--- src/source/socPkg.sv ---
/*
 * Shared widths, decode regions and UART states for the 16-bit memory subsystem.
 * Bus and address widths are fixed at 16; changing them also requires new
 * decode patterns in the memory controller.
 */

package socPkg;

	// Bus word and address widths
	localparam int dataBits = 16;
	localparam int addrBits = 16;

	// Register offset inside a 256-word peripheral window
	localparam int periphAddrBits = 8;

	// PWM LED outputs on pins 10..8
	localparam int pwmChannels = 3;

	// Decode targets of the memory map
	typedef enum logic [2:0] {
		regionRom,
		regionUart,
		regionGpio,
		regionPwm,
		regionRam,
		regionNone
	} region_e;

	// 8N1 transmitter states
	typedef enum logic [1:0] {
		uartIdle,
		uartStart,
		uartData,
		uartStop
	} uartState_e;

endpackage

--- src/source/periphBus.sv ---
/*
 * Register bus from the memory controller to one peripheral.
 * wrN is active low and held high while the peripheral is not selected.
 * rdata is combinational from the peripheral registers.
 */

interface periphBus;

	logic [socPkg::periphAddrBits-1:0] offset;
	logic [socPkg::dataBits-1:0] wdata;
	logic [socPkg::dataBits-1:0] rdata;
	logic wrN;

	// Controller side drives address, data and strobe
	modport controller(output offset, wdata, wrN, input rdata);

	// Peripheral side answers with read data
	modport peripheral(input offset, wdata, wrN, output rdata);

endinterface

--- src/source/gpioPort.sv ---
/*
 * 8-bit GPIO output port.
 * Offset 0 holds the output byte, read back zero-extended.
 * Other offsets read zero and ignore writes.
 */

module gpioPort (
	input  logic CLK,
	input  logic rst,
	periphBus.peripheral bus,
	output logic [7:0] gpio
);

	logic [7:0] outReg;
	logic sel;

	// Only offset 0 is decoded
	assign sel = (bus.offset == '0);

	always_ff @(posedge CLK) begin
		if (rst) begin
			outReg <= '0;
		end else if (!bus.wrN && sel) begin
			// Low byte of the bus word only
			outReg <= bus.wdata[7:0];
		end
	end

	assign gpio = outReg;

	// Read-back path
	assign bus.rdata = sel ? {{(socPkg::dataBits - 8){1'b0}}, outReg} : '0;

endmodule

--- src/flat_wrapper.sv ---
// flat-port wrapper written by rule: the top's interface ports become plain ports
module gpioPort_flat 
  (CLK, rst, gpio, bus_offset, bus_wdata, bus_wrN, bus_rdata);
  periphBus bus_i ();
  input  logic CLK;
  input  logic rst;
  output logic [7:0] gpio;
  input wire logic [$bits(bus_i.offset)-1:0] bus_offset;
  input wire logic [$bits(bus_i.wdata)-1:0] bus_wdata;
  input wire logic [$bits(bus_i.wrN)-1:0] bus_wrN;
  output wire logic [$bits(bus_i.rdata)-1:0] bus_rdata;
  assign bus_i.offset = bus_offset;
  assign bus_i.wdata = bus_wdata;
  assign bus_i.wrN = bus_wrN;
  assign bus_rdata = bus_i.rdata;
  gpioPort u_core (.CLK(CLK), .rst(rst), .bus(bus_i), .gpio(gpio));
endmodule
--- config.mk ---
export PLATFORM = sky130hd
export DESIGN_NAME = gpioPort_flat
export DESIGN_NICKNAME = d
export VERILOG_FILES = /design/src/source/socPkg.sv /design/src/source/periphBus.sv /design/src/source/gpioPort.sv /design/src/flat_wrapper.sv
export SDC_FILE = /design/constraint.sdc
export NUM_CORES = 1
export LEC_CHECK = 0
export ABC_AREA = 1
export BUFFER_PORTS_ARGS = -buffer_cell sky130_fd_sc_hd__buf_4
export CELL_PAD_IN_SITES_DETAIL_PLACEMENT = 0
export CELL_PAD_IN_SITES_GLOBAL_PLACEMENT = 1
export CORE_UTILIZATION = 21
export CTS_BUF_LIST = sky130_fd_sc_hd__clkbuf_4 sky130_fd_sc_hd__clkbuf_8 sky130_fd_sc_hd__clkbuf_16
export DETAILED_ROUTE_END_ITERATION = 7
export PLACE_DENSITY_LB_ADDON = 0.1
export SYNTH_ARGS = -nofsm -noshare
export SYNTH_HDL_FRONTEND = slang
export SYNTH_SLANG_ARGS = --single-unit
--- constraint.sdc ---
create_clock -name CLK -period 1.35 [get_ports CLK]
set_input_delay 0.27 -clock CLK [delete_from_list [all_inputs] [get_ports CLK]]
set_output_delay 0.27 -clock CLK [all_outputs]
set_load 0.02 [all_outputs]
# --- Word level (Yosys, flattened, before mapping) ---
# Cells that the tools add are included.
op_classes:
  n_mux: 1
  reduce_logical: 3
op_table:
  columns: ["cell", "count"]
  rows:
  - ["logical NOT 8 bit", 1]
  - ["two-way mux 8 bit", 1]
  - ["logical AND 1 bit", 1]
  - ["logical NOT 1 bit", 1]
word_totals:
  ff_bits: 8
  out_inout_bits: 24
  word_cells: 5

# --- Logic depth before layout (Yosys ltp) ---
# Gate-level depths: netlist of run 1.
depth:
  word_depth: 2
  depth_mapped: 7
  depth_no_buf: 6

# --- Least setup slack after synthesis of run 1 ---
# Ideal clock, no wire load.
synth_timing:
  kind: "input to output"
  from: "input bus_offset[1]"
  to: "output bus_rdata[0]"
  arrival_time_ns: 1.044
  slack_ns: 0.036
  stages: 5
  path_cell_list: "nor2_1 nand2_1 nor2_4 inv_1 nor2_1"
synth_via:
  elab_chain_len: 2
synth_rtl:
  columns: ["item", "line_no", "text"]
  rows:
  - ["start: declaration", "flat_wrapper.sv:8", "input wire logic [$bits(bus_i.offset)-1:0] bus_offset;"]
  - ["logical NOT 8 bit", "gpioPort.sv:18", "assign sel = (bus.offset == '0);"]
  - ["two-way mux 8 bit", "gpioPort.sv:32", "assign bus.rdata = sel ? {{(socPkg::dataBits - 8){1'b0}}, outReg} : '0;"]
  - ["end: declaration", "flat_wrapper.sv:11", "output wire logic [$bits(bus_i.rdata)-1:0] bus_rdata;"]
# Every way passes these cells.

# --- Worst setup path in the final report of run 1 ---
layout_timing:
  from: "input bus_offset[1]"
  to: "output bus_rdata[5]"
# Same word-level chain as after synthesis.

==> results of run 1 <==
worst min path at each step:
stage	start	endpoint	slack, ns	depth (start not counted)
3_5_place_dp	u_core.gpio[1]	u_core.gpio[1]	0.50	2
6_report	bus_wdata[2]	u_core.gpio[2]	0.33	5
3_3_place_gp	u_core.gpio[6]	u_core.gpio[6]	0.49	2
5_1_grt	bus_wdata[1]	u_core.gpio[1]	0.35	5
2_1_floorplan	bus_wdata[1]	u_core.gpio[1]	0.49	4
4_1_cts	bus_wdata[4]	u_core.gpio[4]	0.33	5
worst reg2reg max path: cells and delay by family (launching register included):
| kind | cells | cell delay (ns) |
|---|---|---|
| flip-flops | 1 | 0.32 |
| AND/OR/NAND/NOR | 1 | 0.06 |
| AO/OA/AOI/OAI | 1 | 0.12 |
metal layers:
layer	global-route usage	wire length (um)
met1	0.1072	527
met4	0.02703	17
met5	0	0
met2	0.1774	574
met3	0.04678	86
area by class of cell:
| cell class | count | area, um2 | share of cell area |
|---|---|---|---|
| timing repair buffer | 35 | 285.3 | 0.3368 |
| multi-input combinational | 55 | 269.0 | 0.3176 |
| sequential | 8 | 160.2 | 0.1891 |
| inverter | 19 | 75.07 | 0.08863 |
| tap | 28 | 35.03 | 0.04136 |
| clock buffer | 3 | 22.52 | 0.02659 |
layout by cell type (no fill, tap or decap), types with 3 or more instances in the layout:
cell type and count:
sky130_fd_sc_hd__buf_4 29, sky130_fd_sc_hd__inv_1 18, sky130_fd_sc_hd__nor2_1 16, sky130_fd_sc_hd__a21oi_1 8, sky130_fd_sc_hd__nand3_1 8, sky130_fd_sc_hd__nand2_1 8, sky130_fd_sc_hd__conb_1 8, sky130_fd_sc_hd__dfxtp_1 8
sky130_fd_sc_hd__buf_6 6, sky130_fd_sc_hd__nor2_4 5, sky130_fd_sc_hd__clkbuf_4 3
cell families after synthesis:
logic type      after synthesis  share of synthesized area
flops                         8                     0.3069
simple gates                 39                     0.3142
buf+inv                      29                     0.2950
other cells                   1                   0.007187
compound gates                8                    0.07674
power breakdown:
group / switching, mW / total (mW) / internal, mW
registers: 0.000391 / 0.237 / 0.237
clock network: 0.0779 / 0.179 / 0.102
logic: 0.0546 / 0.105 / 0.0507
total: 0.133 / 0.522 / 0.389
per-stage QoR:
stage | hold WS [ns] | TNS, ns | setup slack (ns) | instances | utilization
after floorplan | 0.4891 | 0 | 0.03567 | 92 | -
after global placement | 0.4911 | -0.1121 | -0.02611 | 145 | 0.3353
after detailed placement | 0.4974 | -0.1763 | -0.02710 | 145 | 0.3353
after CTS | 0.3280 | -0.1663 | -0.02556 | 148 | 0.3452
after global routing | 0.3526 | -0.9317 | -0.1381 | 148 | 0.3722
final | 0.3325 | -0.1215 | -0.02934 | 148 | 0.3722
what timing repair did:
item                                   in CTS  in global routing
setup endpoints to repair                   8                  8
resized for setup                           0                 17
endpoints found under the hold margin       0                  0
pin swaps                                   0                  3
==> results.md, run 1 <==
- Pin count of the biggest net entering global routing: 17
- Post-CTS setup-driven buffer insertion count: 0
- Startpoint of the worst setup timing path: bus_offset[1]
- Outcome: finished, violations left
- Post-route antenna net violation count: 0
- Library cells used by synthesis: 10
- Initial antenna violation count: 0
- Slack of the critical path: -0.02934 ns
- Slowest stage delay, CP: 0.17 ns
- Floorplan die width: 51.85 um
- Average routed wire per standard cell: 8.135 um
- Clock root buffer master: sky130_fd_sc_hd__clkbuf_4
- End of the worst register-to-register path: u_core.gpio[0]
- Total number of clock tree sinks: 8
- Most common library cells after synthesis: 20 x sky130_fd_sc_hd__nor2_1, 19 x sky130_fd_sc_hd__inv_1, 10 x sky130_fd_sc_hd__nand2_1
- Cell with the largest stage delay on the worst path: sky130_fd_sc_hd__clkinvlp_4
- Post-DP HPWL: 892.4 um
- P_leak: 0.4129 nW
- Total placed instance area: 763.2 um2
- Number of failing hold endpoints at the final stage: 0
- CTS buffer count: 3
- Failing checks: setup timing
- Sequential share of the synthesized area: 0.3070
- Effective utilization at floorplan: 0.2292
- Total global-route track usage: 0.1010
- Most area-hungry cell type in the Yosys netlist: sky130_fd_sc_hd__dfxtp_1
- Global-route wire length before repair: 1959 um
- Count of cells along the worst register-to-register path: 2
- Number of fill cells: 252
- Clock transition at the register clock pins on the worst setup and hold paths after CTS: 0.05 ns
- PD cells: 616.1 mW/mm2
- Predominant post-synthesis flop cell: sky130_fd_sc_hd__dfxtp_1
- Boundary Pins: 51
- Critical Setup Path Class: in2out
- Category of the worst setup path capture point: primary output
- Dominant cells by area after synthesis: sky130_fd_sc_hd__dfxtp_1 31%, sky130_fd_sc_hd__nor2_1 14%, sky130_fd_sc_hd__inv_1 14%
- Final Critical Period: 1.379 ns
- Syn-to-layout area delta: 62.35%
- Maximum clock rate: 0.7250 GHz
- Combined buffer and inverter count along the critical path: 3
- Final setup fails: 8
- Port Buffer Count: 34
- Data required time of the critical path: 1.08 ns
- Die extent in y: 51.85 um
- TritonCTS clock tree: built
- Max Transition Viols Final: 0
- Total of flip-flops plus latches after synthesis: 8
- Top cell type's share of synthesized area: 0.3070
- Number of flip-flops in the largest register: 8
- PnR Total Power: 0.5219 mW
- Grt total ovfl: 0
- Number of buffers inserted by hold repair at cts: 0
- Setup crit end: bus_rdata[5]
- Reported max-cap violation count: 0
- Max rail drop VDD: 0.0003520 V
- Part of the cycle the worst path needs: 1.022
- Worst setup slack for register-to-register paths: 0.75 ns
- Count of mapped cells out of synthesis: 85
- Die area: 0.002688 mm2
- Clock latency at the later pin of the worst-skew pair: 0.25 ns
- Most used standard cell by instance count after synthesis: sky130_fd_sc_hd__nor2_1
- Library cell appearing most often on the critical path: sky130_fd_sc_hd__nor2_4
- Bufs on Longest Clock Path: 2
- Diodes inserted: 0
- DRC marker count from the first detailed-route iteration: 1
- Unrepaired setup endpoints after global routing: yes
- Fin area: 847.1 um2
- Setup crit start kind: input port
- Via/cell ratio: 3.764
- Worst hold path class: in2reg
- Remaining DRCs: 0
- Crit path cell chain: buf_6 > nor2_4 > nand2_2 > nor2_4 > clkinvlp_4 > nor2_1 > buf_4
- Largest driver fanout on the critical path: 8
- Global placement routability congestion: 0.6341
- EDFF count, synth: 0
- Layout cell share with drive strength beyond 1: 0.3833
- Fraction of registers with async set/reset: 0
- Total routed wirelength: 1204 um
- Instance count on the critical path: 7
- Maximum clock skew at final layout: 0 ns
- Cell Area, Synth: 521.8 um2
- Post-Syn Area per Cell: 6.138 um2
- # rows: 17
- Number of H-tree levels: 1
- Number of global-route vias before repair: 488
- Net count of the finished layout: 149
- CP arrival: 1.11 ns
- Reg-to-Reg Start: u_core.gpio[0]
- Via count: 557
- Core ar.: 0.002276 mm2
- Number of detailed-route iterations in the first pass: 2
- Count of yosys warnings during synthesis: 0
- Dominant delay contributor by cell family on the critical path: simple AND/OR/NAND/NOR gates
No activity file was read; power rests on OpenSTA's default activity.
==> run 2: changes to the inputs <==
- CELL_PAD_IN_SITES_DETAIL_PLACEMENT: 0 -> 2
- CELL_PAD_IN_SITES_GLOBAL_PLACEMENT: 1 -> 2
- CORE_UTILIZATION: 21 -> 15
- MAX_ROUTING_LAYER: unset -> met4
==> run 2 against run 1 <==
Against the previous run: the run still ends with setup timing left; non-clock buffer count up 1; clock power up 6%; worst setup slack worse by 0.055 ns; hold slack better by 0.0061 ns; critical endpoint is now bus_rdata[3]; largest cell class unchanged.
==> results.md, run 2 (same netlist as run 1, synthesis figures left out) <==
- Outcome: finished, violations left
- Failing checks: setup timing
- Syn-to-layout area delta: 70.74%
- Final std cells w/o fill: 167
- Average routed wire per standard cell: 9.731 um
- Remaining DRCs: 0
- Total routed wirelength: 1625 um
- Post-DP HPWL: 1224 um
- End of the worst hold path: u_core.gpio[6]
- Port Buffer Count: 34
- Diodes inserted: 0
- Via/cell ratio: 3.659
- PD cells: 604.8 mW/mm2
- Count of cells along the worst register-to-register path: 2
- Effective utilization at floorplan: 0.1564
- Library cell appearing most often on the critical path: sky130_fd_sc_hd__nor2_4
- CTS buffer count: 3
- Max Transition Viols Final: 0
- Number of flip-flops in the largest register: 8
- Die area: 0.003718 mm2
- Number of detailed-route iterations in the first pass: 3
- Pin count of the biggest net entering global routing: 17
- Core ar.: 0.003337 mm2
- Critical Setup Path Class: in2out
- Maximum clock rate: 0.6972 GHz
- Number of H-tree levels: 1
- Worst hold path depth: 5
- End of the worst register-to-register path: u_core.gpio[3]
- Slowest stage delay, CP: 0.20 ns
- Setup crit start kind: input port
- Data required time of the critical path: 1.08 ns
- Number of global-route vias before repair: 548
- Fin area: 890.9 um2
- CP arrival: 1.16 ns
- Crit path cell chain: buf_6 > nor2_4 > nand2_2 > nor2_4 > clkinvlp_4 > nor2_1 > buf_4
- TNS Setup: -0.5650 ns
- Grt total ovfl: 0
- # rows: 21
- Combined buffer and inverter count along the critical path: 3
- Largest driver fanout on the critical path: 8
- Boundary Pins: 51
- TritonCTS clock tree: built
- Reg-to-Reg Start: u_core.gpio[3]
- Clock root buffer master: sky130_fd_sc_hd__clkbuf_4
- Via count: 611
- Unrepaired setup endpoints after global routing: yes
- Dominant delay contributor by cell family on the critical path: simple AND/OR/NAND/NOR gates
- Cell with the largest stage delay on the worst path: sky130_fd_sc_hd__clkinvlp_4
- Net count of the finished layout: 150
- Launch instance of the worst min-delay path: bus_wdata[6]
- Final setup fails: 8
- Final Critical Period: 1.434 ns
- Part of the cycle the worst path needs: 1.062
- Clock transition at the register clock pins on the worst setup and hold paths after CTS: 0.06 ns
- Clock latency at the later pin of the worst-skew pair: 0.25 ns
- Category of the worst setup path capture point: primary output
- Post-CTS setup-driven buffer insertion count: 0
- Global placement routability congestion: 0.6029
- Number of fill cells: 431
- Floorplan die width: 60.98 um
- Maximum clock skew at final layout: 0 ns
- P_leak: 0.4208 nW
- Worst hold path class: in2reg
- Global-route wire length before repair: 2401 um
- Pre-CTS worst setup slack: -0.08226 ns
- Bufs on Longest Clock Path: 2
- Post-route antenna net violation count: 0
- Die extent in y: 60.98 um
- Cell count after placement: 164
- Worst setup slack for register-to-register paths: 0.73 ns
- PnR Total Power: 0.5388 mW
- Most frequent standard cell in the layout excluding fill and tap cells: sky130_fd_sc_hd__buf_4
- Number of failing hold endpoints at the final stage: 0
- DRC marker count from the first detailed-route iteration: 10
- Total global-route track usage: 0.09426
- Number of buffers inserted by hold repair at cts: 0
- Total number of clock tree sinks: 8
- Initial antenna violation count: 0
- Slack of the critical path: -0.08437 ns
- Max rail drop VDD: 0.0001188 V
- Total placed instance area: 793.3 um2
- Reported max-cap violation count: 0
- Layout cell share with drive strength beyond 1: 0.3967
- Most frequent cells in the layout: 27 x sky130_fd_sc_hd__buf_4, 18 x sky130_fd_sc_hd__inv_1, 15 x sky130_fd_sc_hd__nor2_1
[run 2: changes by cell type in the layout (fill, tap and decap cells not counted)]
cell	delta
sky130_fd_sc_hd__buf_6	+3
sky130_fd_sc_hd__buf_4	-2
sky130_fd_sc_hd__nor2_1	-1
sky130_fd_sc_hd__nor2_2	+1
[run 2: where the power goes]
part	switching (mW)	internal, mW	total [mW]
combinational	0.0571	0.0546	0.112
sequential	0.000409	0.237	0.237
clock	0.0879	0.102	0.190
[run 2: worst register-to-register path, delay by kind of cell (launching register included)]
| family | cells | cell delay, ns |
|---|---|---|
| AOI/OAI and AO/OA | 1 | 0.13 |
| DFF | 1 | 0.33 |
| and+or+nand+nor | 1 | 0.06 |
[run 2: worst max path at each step]
stage                  startpoint            to  slack (ns)  cells past startpoint
floorplan           bus_offset[1]  bus_rdata[0]        0.04                      5
CTS                 bus_offset[3]  bus_rdata[2]       -0.08                      7
global placement    bus_offset[1]  bus_rdata[6]       -0.06                      7
global route        bus_offset[0]  bus_rdata[0]       -0.18                      7
finish              bus_offset[0]  bus_rdata[3]       -0.08                      7
detailed placement  bus_offset[3]  bus_rdata[2]       -0.08                      7
[run 2: layer usage]
layer | global-route usage | wire [um]
met2 | 0.1554 | 818
met1 | 0.09974 | 654
met3 | 0.02559 | 125
met4 | 0.05844 | 25
met5 | - | 0
[run 2: through the flow]
| step | utilization | hold slack (ns) |
|---|---|---|
| global route | 0.2670 | 0.3555 |
| global placement | 0.2377 | 0.4912 |
| finish | 0.2670 | 0.3386 |
| CTS | 0.2445 | 0.3356 |
| detailed placement | 0.2377 | 0.5080 |
| floorplan | - | 0.4891 |
[run 2: area by class of cell]
cell class              instances  area (um2)  share of cell area
inverters                      19       75.07             0.08427
clock buffers                   3       22.52             0.02528
well taps                      46       57.56             0.06461
flip-flops and latches          8       160.2              0.1798
multi-input cells              55       271.5              0.3048
repair buffers                 36       304.0              0.3413
[run 2: what timing repair did]
| action | 4_1_cts | 5_1_grt |
|---|---|---|
| endpoints found under the setup margin | 8 | 8 |
| pin swaps | 0 | 6 |
| gates resized for setup | 0 | 21 |
