<file path="src/source/socPkg.sv">
/*
 * Shared widths, decode regions and UART states for the 16-bit memory subsystem.
 * Bus and address widths are fixed at 16; changing them also requires new
 * decode patterns in the memory controller.
 */

package socPkg;

	// Bus word and address widths
	localparam int dataBits = 16;
	localparam int addrBits = 16;

	// Register offset inside a 256-word peripheral window
	localparam int periphAddrBits = 8;

	// PWM LED outputs on pins 10..8
	localparam int pwmChannels = 3;

	// Decode targets of the memory map
	typedef enum logic [2:0] {
		regionRom,
		regionUart,
		regionGpio,
		regionPwm,
		regionRam,
		regionNone
	} region_e;

	// 8N1 transmitter states
	typedef enum logic [1:0] {
		uartIdle,
		uartStart,
		uartData,
		uartStop
	} uartState_e;

endpackage

</file>
<file path="src/source/periphBus.sv">
/*
 * Register bus from the memory controller to one peripheral.
 * wrN is active low and held high while the peripheral is not selected.
 * rdata is combinational from the peripheral registers.
 */

interface periphBus;

	logic [socPkg::periphAddrBits-1:0] offset;
	logic [socPkg::dataBits-1:0] wdata;
	logic [socPkg::dataBits-1:0] rdata;
	logic wrN;

	// Controller side drives address, data and strobe
	modport controller(output offset, wdata, wrN, input rdata);

	// Peripheral side answers with read data
	modport peripheral(input offset, wdata, wrN, output rdata);

endinterface

</file>
<file path="src/source/pwmLed.sv">
/*
 * Three-channel PWM LED driver.
 * Offsets 0..2 hold 8-bit duty values, written and read back zero-extended.
 * An output is high while the shared 8-bit counter is below its duty,
 * so duty 0 stays off and duty 255 is off for one cycle in 256.
 */

module pwmLed (
	input  logic CLK,
	input  logic rst,
	periphBus.peripheral bus,
	output logic [socPkg::pwmChannels-1:0] led
);

	logic [7:0] duty [socPkg::pwmChannels];

	// Free-running, wraps every 256 cycles
	logic [7:0] counter;

	always_ff @(posedge CLK) begin
		if (rst) begin
			counter <= '0;
			for (int i = 0; i < socPkg::pwmChannels; i++) begin
				duty[i] <= '0;
			end
		end else begin
			counter <= counter + 8'd1;
			for (int i = 0; i < socPkg::pwmChannels; i++) begin
				// Duty write for the matching offset
				if (!bus.wrN && bus.offset == socPkg::periphAddrBits'(i)) begin
					duty[i] <= bus.wdata[7:0];
				end
			end
		end
	end

	// Comparators, one per channel
	always_comb begin
		for (int i = 0; i < socPkg::pwmChannels; i++) begin
			led[i] = (counter < duty[i]);
		end
	end

	// Read-back, offsets past the last channel read zero
	always_comb begin
		bus.rdata = '0;
		for (int i = 0; i < socPkg::pwmChannels; i++) begin
			if (bus.offset == socPkg::periphAddrBits'(i)) begin
				bus.rdata = {{(socPkg::dataBits - 8){1'b0}}, duty[i]};
			end
		end
	end

endmodule

</file>
<file path="src/flat_wrapper.sv">
// flat-port wrapper written by rule: the top's interface ports become plain ports
module pwmLed_flat 
  (CLK, rst, led, bus_offset, bus_wdata, bus_wrN, bus_rdata);
  periphBus bus_i ();
  input  logic CLK;
  input  logic rst;
  output logic [socPkg::pwmChannels-1:0] led;
  input wire logic [$bits(bus_i.offset)-1:0] bus_offset;
  input wire logic [$bits(bus_i.wdata)-1:0] bus_wdata;
  input wire logic [$bits(bus_i.wrN)-1:0] bus_wrN;
  output wire logic [$bits(bus_i.rdata)-1:0] bus_rdata;
  assign bus_i.offset = bus_offset;
  assign bus_i.wdata = bus_wdata;
  assign bus_i.wrN = bus_wrN;
  assign bus_rdata = bus_i.rdata;
  pwmLed u_core (.CLK(CLK), .rst(rst), .bus(bus_i), .led(led));
endmodule
</file>
<file path="config.mk">
export PLATFORM = sky130hd
export DESIGN_NAME = pwmLed_flat
export DESIGN_NICKNAME = d
export VERILOG_FILES = /design/src/source/socPkg.sv /design/src/source/periphBus.sv /design/src/source/pwmLed.sv /design/src/flat_wrapper.sv
export SDC_FILE = /design/constraint.sdc
export NUM_CORES = 1
export LEC_CHECK = 0
export BUFFER_PORTS_ARGS = -buffer_cell sky130_fd_sc_hd__buf_4
export CORE_MARGIN = 2
export CORE_UTILIZATION = 38
export DETAILED_ROUTE_END_ITERATION = 16
export PLACE_DENSITY = 0.68
export RECOVER_POWER = 100
export SYNTH_ARGS = -nofsm -noshare
export SYNTH_HDL_FRONTEND = slang
export SYNTH_SLANG_ARGS = --single-unit
</file>
<file path="constraint.sdc">
create_clock -name CLK -period 4.25 [get_ports CLK]
set_clock_uncertainty 0.05 [all_clocks]
set_input_delay 0.6375 -clock CLK [delete_from_list [all_inputs] [get_ports CLK]]
set_output_delay 0.6375 -clock CLK [all_outputs]
set_load 0.005 [all_outputs]
</file>
# Word level (Yosys, flattened, before mapping)
# Memories as Yosys holds them, arrays and structs flattened.
# Cells that the tools add are included.
# W data, S select, Z words.
dict set report classes {
  n_addsub 1
  magnitude_cmp 3
  n_eq_ne 2
  n_mux 17
  bitwise_logic 3
  n_reduce_logical 5
}
# op n
set ops {}
lappend ops {{$mux W8} 6}
lappend ops {{$lt A8 B8 Y1} 3}
lappend ops {{$mux W1} 11}
lappend ops {{$add A8 B1 Y8 const B} 1}
lappend ops {{$eq A8 B1 Y1 const B} 1}
lappend ops {{$eq A8 B2 Y1 const B} 1}
lappend ops {{$logic_not A8 Y1} 1}
lappend ops {{$logic_and A1 B1 Y1} 3}
lappend ops {{$or A1 B1 Y1} 3}
lappend ops {{$logic_not A1 Y1} 1}
dict set report totals {
  ff_bits 8
  ramBits 24
  out_inout_bits 19
  wordCells 33
  memories 1
}
# name depth width read_ports rd_clocked_by_memory_dff wr line
set mem_list {}
lappend mem_list {u_core.duty 3 8 3 0 3 pwmLed.sv:15} ;# logic [7:0] duty [socPkg::pwmChannels];

# Logic depth before layout (Yosys ltp)
# Gate-level depths: netlist (run 1).
dict set report depth {
  depth_word 6
  depth_mapped 5
  mapped_depth_nobuf 5
}

# Worst setup path after synthesis (run 1)
# Ideal clock, no wire load.
dict set report synth_path {
  path_type {input-to-reg}
  from {input port bus_offset[7]}
  to {memory u_core.duty[2][0] (netlist: u_core.duty[0][16]) (enable)}
  setup_time_ps 398
  t_arrival_ps 1973
  setup_slack_ps 1829
  cell_stages 3
  cell_sequence {nor4_4 > nand2_2 > o41ai_1}
}
# element line
set synth_rtl {}
lappend synth_rtl {{from (decl)} flat_wrapper.sv:8} ;# input wire logic [$bits(bus_i.offset)-1:0] bus_offset;
lappend synth_rtl {{to (decl)} pwmLed.sv:15}

==> results of run 1 <==
kinds of logic (layout without fill, tap and decap cells):
| logic type | Yosys count | after routing |
|---|---|---|
| AOI/OAI and AO/OA | 36 | 36 |
| muxes | 8 | 8 |
| other | 1 | 8 |
| xor gates and xnor gates | 3 | 3 |
| adders and majority gates | 22 | 22 |
| buffers and inverters | 37 | 62 |
| DFF | 32 | 32 |
| and+or+nand+nor | 51 | 51 |
layer usage:
metal  vias up  track usage [%]  wire [um]
met4         0            4.909         55
met3         5            3.318        162
met1       623            18.07       1819
met2        42            22.57       1750
li1        719                -          -
met5         -                0          0
cell usage in the layout (no fill, tap or decap), types with 2 or more instances in the layout:
master	n
a211oi_1	3
a21oi_1	10
a2bb2oi_1	8
a41oi_1	3
and2_0	4
and4bb_1	4
buf_4	18
clkbuf_1	3
clkbuf_4	10
clkbuf_8	5
conb_1	8
dfxtp_1	8
edfxtp_1	24
ha_1	22
inv_1	24
mux2i_1	8
nand2_1	8
nand3_1	4
nor2_1	19
nor2b_1	5
o21ai_0	9
o41ai_1	2
or3_1	3
xor2_1	2
state kept, by name, indices dropped and copies added (netlist names):
register,count
u_core.duty,24
u_core.counter,8
synthesized netlist by cell type, types with 5 or more instances:
cell       number
nor2_1         19
nor2b_1         5
a21oi_1        10
nand2_1         7
mux2i_1         8
a2bb2oi_1       8
buf_4           9
inv_1          24
o21ai_0         6
ha_1           22
dfxtp_1         8
edfxtp_1       24
power groups by stage:
stage	clock network, uW	logic [uW]	registers (uW)
5_1_grt	254	86.6	364
6_report	232	76.1	362
2_1_floorplan	0	59.3	365
3_5_place_dp	0	82.0	369
3_3_place_gp	0	80.1	369
4_1_cts	237	82.1	362
final timing paths:
check | startpoint | to | slack [ps] | cells after the start
worst max-delay path | bus_offset[7] | u_core.duty[0][4]$_DFFE_PP_ | 1110 | 4
worst min register to register | u_core.counter[0]$_SDFF_PP0_ | u_core.counter[0]$_SDFF_PP0_ | 500 | 1
worst min-delay path | u_core.counter[0]$_SDFF_PP0_ | u_core.counter[0]$_SDFF_PP0_ | 500 | 1
worst max register to register | u_core.counter[1]$_SDFF_PP0_ | u_core.counter[6]$_SDFF_PP0_ | 2810 | 4
metrics by stage:
stage                     setup slack, ps  utilization [%]  cell area [sq um]  total power (uW)
after floorplan                      1829                -               2028             423.9
after global placement               1619            44.05               2250             449.3
after detailed placement             1633            44.05               2250             451.1
after CTS                            1647            45.79               2338             681.1
after global routing                782.1            44.81               2288             705.4
final                                1108            44.81               2288             670.2
cell type report:
cell class / count / area, sq um
clock inverters: 2 / 16.27
fillers: 483 / 2819
multi-input cells: 128 / 923.4
well taps: 70 / 87.58
repair buffers: 30 / 217.7
flip-flops and latches: 32 / 880.8
inverters: 24 / 90.09
clock buffers: 6 / 72.57
==> metrics.md, run 1 <==
| Metric | Value |
|---|---|
| Outcome | finished, violations left |
| Violated checks | max-capacitance violations, max-slew violations |
| Register area share after synthesis | between 40% and 50% |
| Predominant post-synthesis flop cell | edfxtp_1 |
| Xor and xnor fraction of the mapped netlist area | 1.312% |
| Worst hold slack | ~500 ps |
| Warning count from the yosys run | 0 |
| Proportion of power drawn by the clock network | between 30% and 40% |
| Core Rows | 26 |
| Post-DR vias/cell | 4.757 |
| Largest net degree at the start of global routing | 16 |
| Buffering stage count on the worst path with inverters included | 1 |
| TritonCTS clock tree | yes |
| Share of the synthesized area in the top cell type | 36.00% |
| Clock transition at the registers of the reported paths | about 70 ps |
| Post-CTS repair timing setup buffer count | 0 |
| Cell count after placement | 284 |
| Synthesized-area fraction occupied by adder cells | 13.75% |
| Number of distinct library cells after synthesis | 32 |
| I/O Pins | 46 |
| Number of cells in the finished layout apart from fillers | 292 |
| Post-synth EDFFs | 24 |
| Net switching power | about 170 uW |
| First-pass GRT wire length | 6251 um |
| Main combinational cell family by area after synthesis | simple AND/OR/NAND/NOR gates |
| H-tree levels | 2 |
| Int Pwr | roughly 500 uW |
| Placeable Area | between 0.005 and 0.006 sq mm |
| Starting Density | 39.20% |
| Final Max Slew Viols | 9 |
| Arrival time at the worst endpoint | ~3000 ps |
| Port buffer count | 29 |
| Type of the worst min-delay path | register to register |
| Async set or reset register ratio after synthesis | 0% |
| Crit path required time | around 4000 ps |
| Final period utilization | approximately 74% |
| Detailed-route wire length per cell | around 13 um |
| Share of power burned in registers | ~54% |
| Fraction of layout instances using a drive strength above 1 | 15.77% |
| Transition time at the pin with the least slew margin | between 1500 and 2000 ps |
| Count of inserted antenna diode cells | 0 |
| Critical-path cell with the highest stage delay | o41ai_1 |
| Synthesized instance count | 190 |
| Largest voltage drop on the vdd net | 247.6 uV |
| Die Y-Extent | between 70 and 80 um |
| Post-Synthesis Cell Area | 0.002002 sq mm |
| Post-cts sizing count | 0 |
| Critical path launch point type | input port |
| Detailed Routing Iterations Pass 1 | 4 |
| Slew margin rel. | -19.23% |
| # hold bufs at CTS | 0 |
| P_leak | roughly 0.001 uW |
| Number of remaining DRC errors | 0 |
| Area overhead of the layout relative to synthesis | 14.31% |
| Cell types occupying the most area after synthesis | edfxtp_1 (36%), ha_1 (14%), dfxtp_1 (8.0%), inv_1 (4.5%), mux2i_1 (4.0%) |
| Final hold violations | 0 |
| Element type at the critical path end | register |
| Die area | approximately 0.0059 sq mm |
| Max-capacitance violation count | 1 |
| Power per cell area | between 200 and 300 mW/mm^2 |
| Share of total power in combinational logic | roughly 11% |
| Post-synthesis compound-gate area fraction | approximately an eighth |
| Antenna viol nets, final | 0 |
| Cell family with the largest share of critical-path delay | compound AO/OA/AOI/OAI gates |
| Violation count after the first detailed-route iteration | 72 |
| Cell type contributing the most total cell area after synthesis | edfxtp_1 |
| Congestion Overflow GR | 0 |
| Total Routing Usage GR | ~14% |
| Number of synthesized register bits | 32 |
| Insertion delay to the later sink of the worst-skew pair | between 200 and 300 ps |
| Net Sw Frac | approximately a quarter |
| Syn avg cell area | roughly 11 sq um |
| Deepest clock path buffer count | 2 |
| Total negative setup slack | 0 ps |
| Clk Tree Root Cell | clkbuf_8 |
| Number of sinks handled by clock tree synthesis | 32 |
| Via count | roughly 1400 |
| Achievable clock frequency | roughly 320 MHz |
| Number of global-route vias before repair | ~1300 |
| Routability Congestion | 0.7677 |
| Unrepaired setup endpoints after global routing | false |
| Initial antenna violation count | 0 |
| Shortest clock period the worst path allows after layout | around 3100 ps |
| Number of buffers inserted during clock tree synthesis | 5 |
| Startpoint-to-endpoint class of the critical path | input port to register |
| Final wirelength | between 3000 and 4000 um |
| Highest net fanout along the worst path | 15 |
| Final setup violation count | 0 |
| Multiplexer share of the synthesized area | ~4.0% |
| Crit-path max cell delay | 1490 ps |
| Total half-perimeter wirelength after legalization and detailed placement | about 3000 um |
| Crit-path cells | clkbuf_4 > nor4_1 > nand2_1 > o41ai_1 |
| Simple logic cell fraction of the synthesized area | approximately 15% |
| Number of nets in the layout | 270 |
| Overall die width | around 77 um |
Note: power is estimated with default switching activity, not from simulation.
==> inputs of run 2 (changes only) <==
--- a/config.mk
+++ b/config.mk
@@ -5,6 +5,7 @@
 export SDC_FILE = /design/constraint.sdc
 export NUM_CORES = 1
 export LEC_CHECK = 0
+export ABC_AREA = 1
 export BUFFER_PORTS_ARGS = -buffer_cell sky130_fd_sc_hd__buf_4
 export CORE_MARGIN = 2
 export CORE_UTILIZATION = 38
==> constraint.sdc (replaced) <==
create_clock -name CLK -period 3.3 [get_ports CLK]
set_clock_uncertainty 0.05 [all_clocks]
set_input_delay 0.495 -clock CLK [delete_from_list [all_inputs] [get_ports CLK]]
set_output_delay 0.495 -clock CLK [all_outputs]
set_load 0.005 [all_outputs]
==> run 2 against run 1 <==
  * The run now ends clean
  * Sequential power grew 28%
  * Final area up 0.87%
  * Sequential share of layout area shrank 0.33 points
  * Clock power is 17% higher
  * Core utilization increased by 0.11 points
  * Critical path depth is 1 higher
  * Global-route usage is 0.68 points higher
  * Non-clock buffer count fell by 1
  * Cell count up 15%
  * Area after synthesis up 1.4%
  * Hold slack lost 89 ps
  * Critical endpoint is now u_core.duty[0][22]$_DFFE_PP_
==> metrics.md, run 2 <==
| Metric | Value |
|---|---|
| First-pass GRT wire length | around 6800 um |
| Number of distinct library cells after synthesis | 24 |
| Congestion Overflow GR | 0 |
| Async set or reset register ratio after synthesis | 0% |
| Detailed-route wire length per cell | around 12 um |
| Post-route core utilization | 44.91% |
| Worst Setup Slack post-DPL | approximately 1100 ps |
| Overall die width | about 77 um |
| Total half-perimeter wirelength after legalization and detailed placement | 3067 um |
| Top-count cell post-synth | nand2_1 |
| Registers with the most flip-flops | u_core.duty x24, u_core.counter x8 |
| Syn avg cell area | 8.673 sq um |
| Highest net fanout along the worst path | 9 |
| Core Rows | 26 |
| Unrepaired setup endpoints after global routing | false |
| Routability Congestion | between 0.8 and 0.9 |
| Number of sinks handled by clock tree synthesis | 32 |
| Shortest clock period the worst path allows after layout | 2556 ps |
| Achievable clock frequency | 391.3 MHz |
| Final hold violations | 0 |
| Final setup violation count | 0 |
| Warning count from the yosys run | 0 |
| Port buffer count | 29 |
| Met1 Track Usage GR | ~18% |
| Global-route layer with the greatest usage | met2 |
| Number of global-route vias before repair | about 1500 |
| Cell types occupying the most area after synthesis | edfxtp_1 (36%), ha_1 (14%), nand2_1 (8.7%), inv_1 (8.5%), dfxtp_1 (7.9%) |
| Post-cts sizing count | 0 |
| Antenna viol nets, final | 0 |
| Insertion delay to the later sink of the worst-skew pair | around 280 ps |
| Final wirelength | around 3900 um |
| Post-layout worst setup margin | between 700 and 800 ps |
| Post-CTS repair timing setup buffer count | 0 |
| Final Max Slew Viols | 0 |
| Post-Synthesis Cell Area | 0.002029 sq mm |
| Transition time at the pin with the least slew margin | between 1000 and 1500 ps |
| Max-capacitance violation count | 0 |
| Area overhead of the layout relative to synthesis | 13.75% |
| Clock transition at the registers of the reported paths | approximately 70 ps |
| Slew margin rel. | around 12% |
| Placeable Area | around 0.005 sq mm |
| Cell type contributing the most total cell area after synthesis | edfxtp_1 |
| Register with the most flip-flops | u_core.duty |
| Die area | ~0.0059 sq mm |
| Via count | 1532 |
| Count of inserted antenna diode cells | 0 |
| Met2 capacity usage during global routing | roughly 25% |
| Power per cell area | about 360 mW/mm^2 |
| Element type at the critical path end | register |
| Cell count after placement | 330 |
| Startpoint-to-endpoint class of the critical path | input port to register |
| Initial antenna violation count | 0 |
| Number of synthesized register bits | 32 |
| Number of cells in the finished layout apart from fillers | 337 |
| Register area share after synthesis | ~43% |
| P_leak | around 0.0012 uW |
| Violation count after the first detailed-route iteration | 85 |
| Fin area | ~0.0023 sq mm |
| I/O Pins | 46 |
| Arrival time at the worst endpoint | between 2000 and 2500 ps |
| Layout fillers | approximately 530 |
| Placement-stage cell area | approximately 0.0023 sq mm |
| Most instantiated cells after synthesis | nand2_1 (47), inv_1 (46), edfxtp_1 (24) |
| Number of nets in the layout | 316 |
| Synthesized instance count | between 200 and 250 |
| Met3 GRT Util | approximately 4% |
| TritonCTS clock tree | yes |
| Number of flip-flops in the largest register | 24 |
| Most used cells in the layout excluding fill and tap cells | nand2_1 (48), inv_1 (47), edfxtp_1 (24), ha_1 (22), nor2_1 (20) |
| Clk Tree Root Cell | clkbuf_8 |
| Starting Density | around two fifths |
| Final period utilization | around 77% |
| Leading cell type in the layout, fill and taps excluded | nand2_1 |
| Share of the synthesized area in the top cell type | 35.51% |
| Total Routing Usage GR | 14.57% |
| Largest net degree at the start of global routing | 12 |
| Predominant post-synthesis flop cell | edfxtp_1 |
| Number of remaining DRC errors | 0 |
| Type of the worst min-delay path | input port to register |
| H-tree levels | 2 |
| Post-synth EDFFs | 24 |
| Number of buffers inserted during clock tree synthesis | 5 |
| Deepest clock path buffer count | 2 |
| Largest voltage drop on the vdd net | ~260 uV |
| Critical path launch point type | input port |
| Crit path required time | approximately 3100 ps |
| # hold bufs at CTS | 0 |
| Die Y-Extent | around 77 um |
| Outcome | completed |
| Fraction of layout instances using a drive strength above 1 | between 10% and 20% |
| Total negative setup slack | 0 ps |
| Detailed Routing Iterations Pass 1 | 4 |
| Post-DR vias/cell | 4.546 |
run 2: layout make-up:
cell class / count / area [sq um] / area share (%)
clock buffer: 5 / 68.82 / 2.981
clock inverter: 2 / 7.507 / 0.3252
inverter: 48 / 180.2 / 7.805
multi-input combinational: 151 / 865.8 / 37.51
sequential: 32 / 880.8 / 38.16
tap: 70 / 87.58 / 3.794
timing repair buffer: 29 / 217.7 / 9.431
run 2: stage by stage:
step	total power, uW	hold WS [ps]
floorplan	532.8	379.6
global placement	560.0	398.1
detailed placement	564.3	407.8
CTS	832.8	406.4
global route	870.9	411.3
finish	822.9	406.5
run 2: metal layers:
layer / vias to the layer above / wire length, um
met1: 691 / 1840
met5: - / 0
met2: 31 / 1863
met3: 7 / 129
li1: 803 / -
met4: 0 / 46
run 2: path summary, 6_finish.rpt:
path | cells after the start | slack (ps) | startpoint | endpoint
setup / recovery | 5 | 740 | bus_offset[3] | u_core.duty[0][22]$_DFFE_PP_
hold / removal | 2 | 410 | rst | u_core.counter[2]$_SDFF_PP0_
setup reg to reg | 5 | 2070 | u_core.counter[1]$_SDFF_PP0_ | u_core.counter[6]$_SDFF_PP0_
hold reg to reg | 1 | 430 | u_core.counter[0]$_SDFF_PP0_ | u_core.counter[0]$_SDFF_PP0_
run 2: cell families after synthesis:
kind of cell	share of synthesized area (%)
DFF	43.40
and+or+nand+nor	22.07
other	0.1848
adders and majority gates	13.56
AOI/OAI and AO/OA	6.967
xor gates and xnor gates	0.8633
buffers and inverters	12.95
run 2: where the power goes:
part           internal, uW  switching [uW]  leakage [uW]
combinational          36.9            48.9      0.000823
sequential              451            14.0      0.000293
clock                   139             133     0.0000391
run 2: critical path, stage by stage:
cell	delay, ps
clkbuf_4	110
nor2_1	250
and3_1	460
nand2_2	60
o21ai_0	1010
==> inputs of run 3 (changes only) <==
--- a/config.mk
+++ b/config.mk
@@ -5,7 +5,7 @@
 export SDC_FILE = /design/constraint.sdc
 export NUM_CORES = 1
 export LEC_CHECK = 0
-export ABC_AREA = 1
+export ABC_AREA = 0
 export BUFFER_PORTS_ARGS = -buffer_cell sky130_fd_sc_hd__buf_4
 export CORE_MARGIN = 2
 export CORE_UTILIZATION = 38
==> constraint.sdc (replaced) <==
create_clock -name CLK -period 2.45 [get_ports CLK]
set_clock_uncertainty 0.05 [all_clocks]
set_input_delay 0.3675 -clock CLK [delete_from_list [all_inputs] [get_ports CLK]]
set_output_delay 0.3675 -clock CLK [all_outputs]
set_load 0.005 [all_outputs]
==> run 3 against run 2 <==
  * Routed wire length is 0.95% lower
  * Power rose by 52%
  * First-iteration DRC count down 7.1%
  * Cell count is 12% lower
  * Final area increased by 1.7%
  * Sequential share of layout area fell by 0.65 points
  * Core utilization increased by 1.1 points
  * Worst setup slack got worse by 500 ps
  * Hold slack worse by 120 ps
  * Sequential power is 35% higher
  * Clock power up 79%
  * Critical endpoint is now bus_rdata[3]
==> metrics.md, run 3 (synthesis gave the netlist of run 1 again) <==
| Metric | Value |
|---|---|
| Transition time at the pin with the least slew margin | 823.0 ps |
| Deepest clock path buffer count | 2 |
| Violation count after the first detailed-route iteration | 79 |
| Registers with the most flip-flops | u_core.duty x24, u_core.counter x8 |
| Fin area | between 0.002 and 0.0025 sq mm |
| Port buffer count | 29 |
| Max-capacitance violation count | 0 |
| Number of remaining DRC errors | 0 |
| Worst Hold Path Cells | 2 |
| Unrepaired setup endpoints after global routing | false |
| Sequential cell area | between 800 and 900 sq um |
| Shortest clock period the worst path allows after layout | between 2000 and 2500 ps |
| Element type at the critical path end | output port |
| Insertion delay to the later sink of the worst-skew pair | between 200 and 300 ps |
| Via count | between 1000 and 1500 |
| H-tree levels | 2 |
| Crit-path max cell delay | about 600 ps |
| Fraction of layout instances using a drive strength above 1 | about 16% |
| Die Y-Extent | between 70 and 80 um |
| Overall die width | ~77 um |
| Area overhead of the layout relative to synthesis | 17.31% |
| Starting Density | slightly below 40% |
| Final wirelength | 3842 um |
| Outcome | completed |
| Layout fillers | 513 |
| TritonCTS clock tree | yes |
| Detailed-route wire length per cell | ~13 um |
| Routability Congestion | about 0.77 |
| Post-route core utilization | a little under half |
| Crit path required time | 2030 ps |
| Power per cell area | 533.6 mW/mm^2 |
| Clock transition at the registers of the reported paths | about 70 ps |
| Register with the most flip-flops | u_core.duty |
| Core Rows | 26 |
| First-pass GRT wire length | between 6000 and 7000 um |
| Critical-path cell with the highest stage delay | clkbuf_1 |
| # hold bufs at CTS | 0 |
| Worst hold path endpoint | u_core.counter[2]$_SDFF_PP0_ |
| Startpoint of the tightest hold check path | rst |
| Slew margin rel. | between 40% and 50% |
| Post-DR vias/cell | approximately 5 |
| Reg-to-reg critical path startpoint | u_core.counter[2]$_SDFF_PP0_ |
| Placement-stage cell area | ~0.0023 sq mm |
| Final period utilization | roughly nine tenths |
| Total negative setup slack | 0 ps |
| Total Routing Usage GR | ~14% |
| Total half-perimeter wirelength after legalization and detailed placement | about 3100 um |
| Post-layout worst setup margin | between 200 and 250 ps |
| Area taken by multi-input logic gates | around 940 sq um |
| Final setup violation count | 0 |
| Number of nets in the layout | approximately 280 |
| Most used cells in the layout excluding fill and tap cells | inv_1 (24), edfxtp_1 (24), ha_1 (22), buf_4 (20), nor2_1 (19) |
| Worst Setup Slack post-DPL | roughly 460 ps |
| Final hold violations | 0 |
| Buffering stage count on the worst path with inverters included | 3 |
| I/O Pins | 46 |
| Post-CTS repair timing setup buffer count | 0 |
| Congestion Overflow GR | 0 |
| Number of cells on the worst reg-to-reg path | 4 |
| Cell family with the largest share of critical-path delay | buffers and inverters |
| Placeable Area | between 0.005 and 0.006 sq mm |
| Number of global-route vias before repair | 1457 |
| Type of the worst min-delay path | input port to register |
| Number of buffers inserted during clock tree synthesis | 5 |
| Setup slack of the worst register-to-register path | 980 ps |
| Number of flip-flops in the largest register | 24 |
| P_leak | about 0.0011 uW |
| Largest voltage drop on the vdd net | 363.8 uV |
| Post-cts sizing count | 0 |
| Critical register-to-register path endpoint | u_core.counter[7]$_SDFF_PP0_ |
| Antenna viol nets, final | 0 |
| Arrival time at the worst endpoint | about 1800 ps |
| Achievable clock frequency | 453.9 MHz |
| Largest net degree at the start of global routing | 16 |
| Number of sinks handled by clock tree synthesis | 32 |
| Die area | 0.005865 sq mm |
| Detailed Routing Iterations Pass 1 | 4 |
| Critical path launch point type | input port |
| Startpoint-to-endpoint class of the critical path | input port to output port |
| Clk Tree Root Cell | clkbuf_8 |
| Count of inserted antenna diode cells | 0 |
| Crit-path cells | clkbuf_1 > nor2b_1 > clkbuf_2 > a2bb2oi_1 > nor2_1 > clkbuf_4 |
| Final Max Slew Viols | 0 |
| Highest net fanout along the worst path | 12 |
| Initial antenna violation count | 0 |
[run 3: changes by cell type in the layout (fill, tap and decap cells not counted), moves of 7 or more]
cell       previous run  this run
clkbuf_1              0         7
nand3_1              18         4
nand2_1              48         8
inv_1                47        24
mux2i_1               0         8
a2bb2oi_1             0         8
[run 3: per-stage QoR]
stage                     total power (uW)  hold WS, ps  instances
after floorplan                      735.3        425.4        197
after CTS                             1273        283.1        298
after detailed placement             790.1        486.7        290
after global placement               784.8        463.5        290
final                                 1253        286.9        298
after global routing                  1309        286.6        298
[run 3: where the power goes]
group          internal, uW  switching, uW
sequential              607           20.2
combinational          67.5           72.2
clock                   296            191
[run 3: final cells by class]
| type | instances | share of cell area [%] |
|---|---|---|
| Clock buffer | 5 | 2.930 |
| Timing Repair Buffer | 36 | 10.28 |
| Sequential cell | 32 | 37.51 |
| Inverter | 24 | 3.836 |
| Multi-Input combinational cell | 128 | 40.12 |
| Tap cell | 70 | 3.729 |
| Clock inverter | 3 | 1.598 |
[run 3: routing by layer]
layer,GRT usage [%],share of wire (%),vias up
met4,4.364,0.83,0
li1,-,-,736
met1,15.88,44,684
met3,3.673,4.8,6
met2,25.75,50,32
met5,0,0,-
[run 3: worst register-to-register path, stage by stage (launching register included)]
cell and delay [ps]:
dfxtp_1 410, clkbuf_1 240, nand4_1 180, or3_1 380, a21oi_1 140
[run 3: worst max-delay path by stage]
stage                                  from                           end  slack [ps]  cells past startpoint
2_1_floorplan                 bus_offset[7]  u_core.duty[0][16]$_DFFE_PP_         300                      3
4_1_cts         u_core.duty[0][2]$_DFFE_PP_                        led[0]         270                      6
3_3_place_gp                  bus_offset[7]  u_core.duty[0][22]$_DFFE_PP_         470                      5
3_5_place_dp                  bus_offset[7]   u_core.duty[0][6]$_DFFE_PP_         460                      5
6_report                      bus_offset[1]                  bus_rdata[3]         250                      6
5_1_grt        u_core.counter[2]$_SDFF_PP0_                        led[1]          90                      5
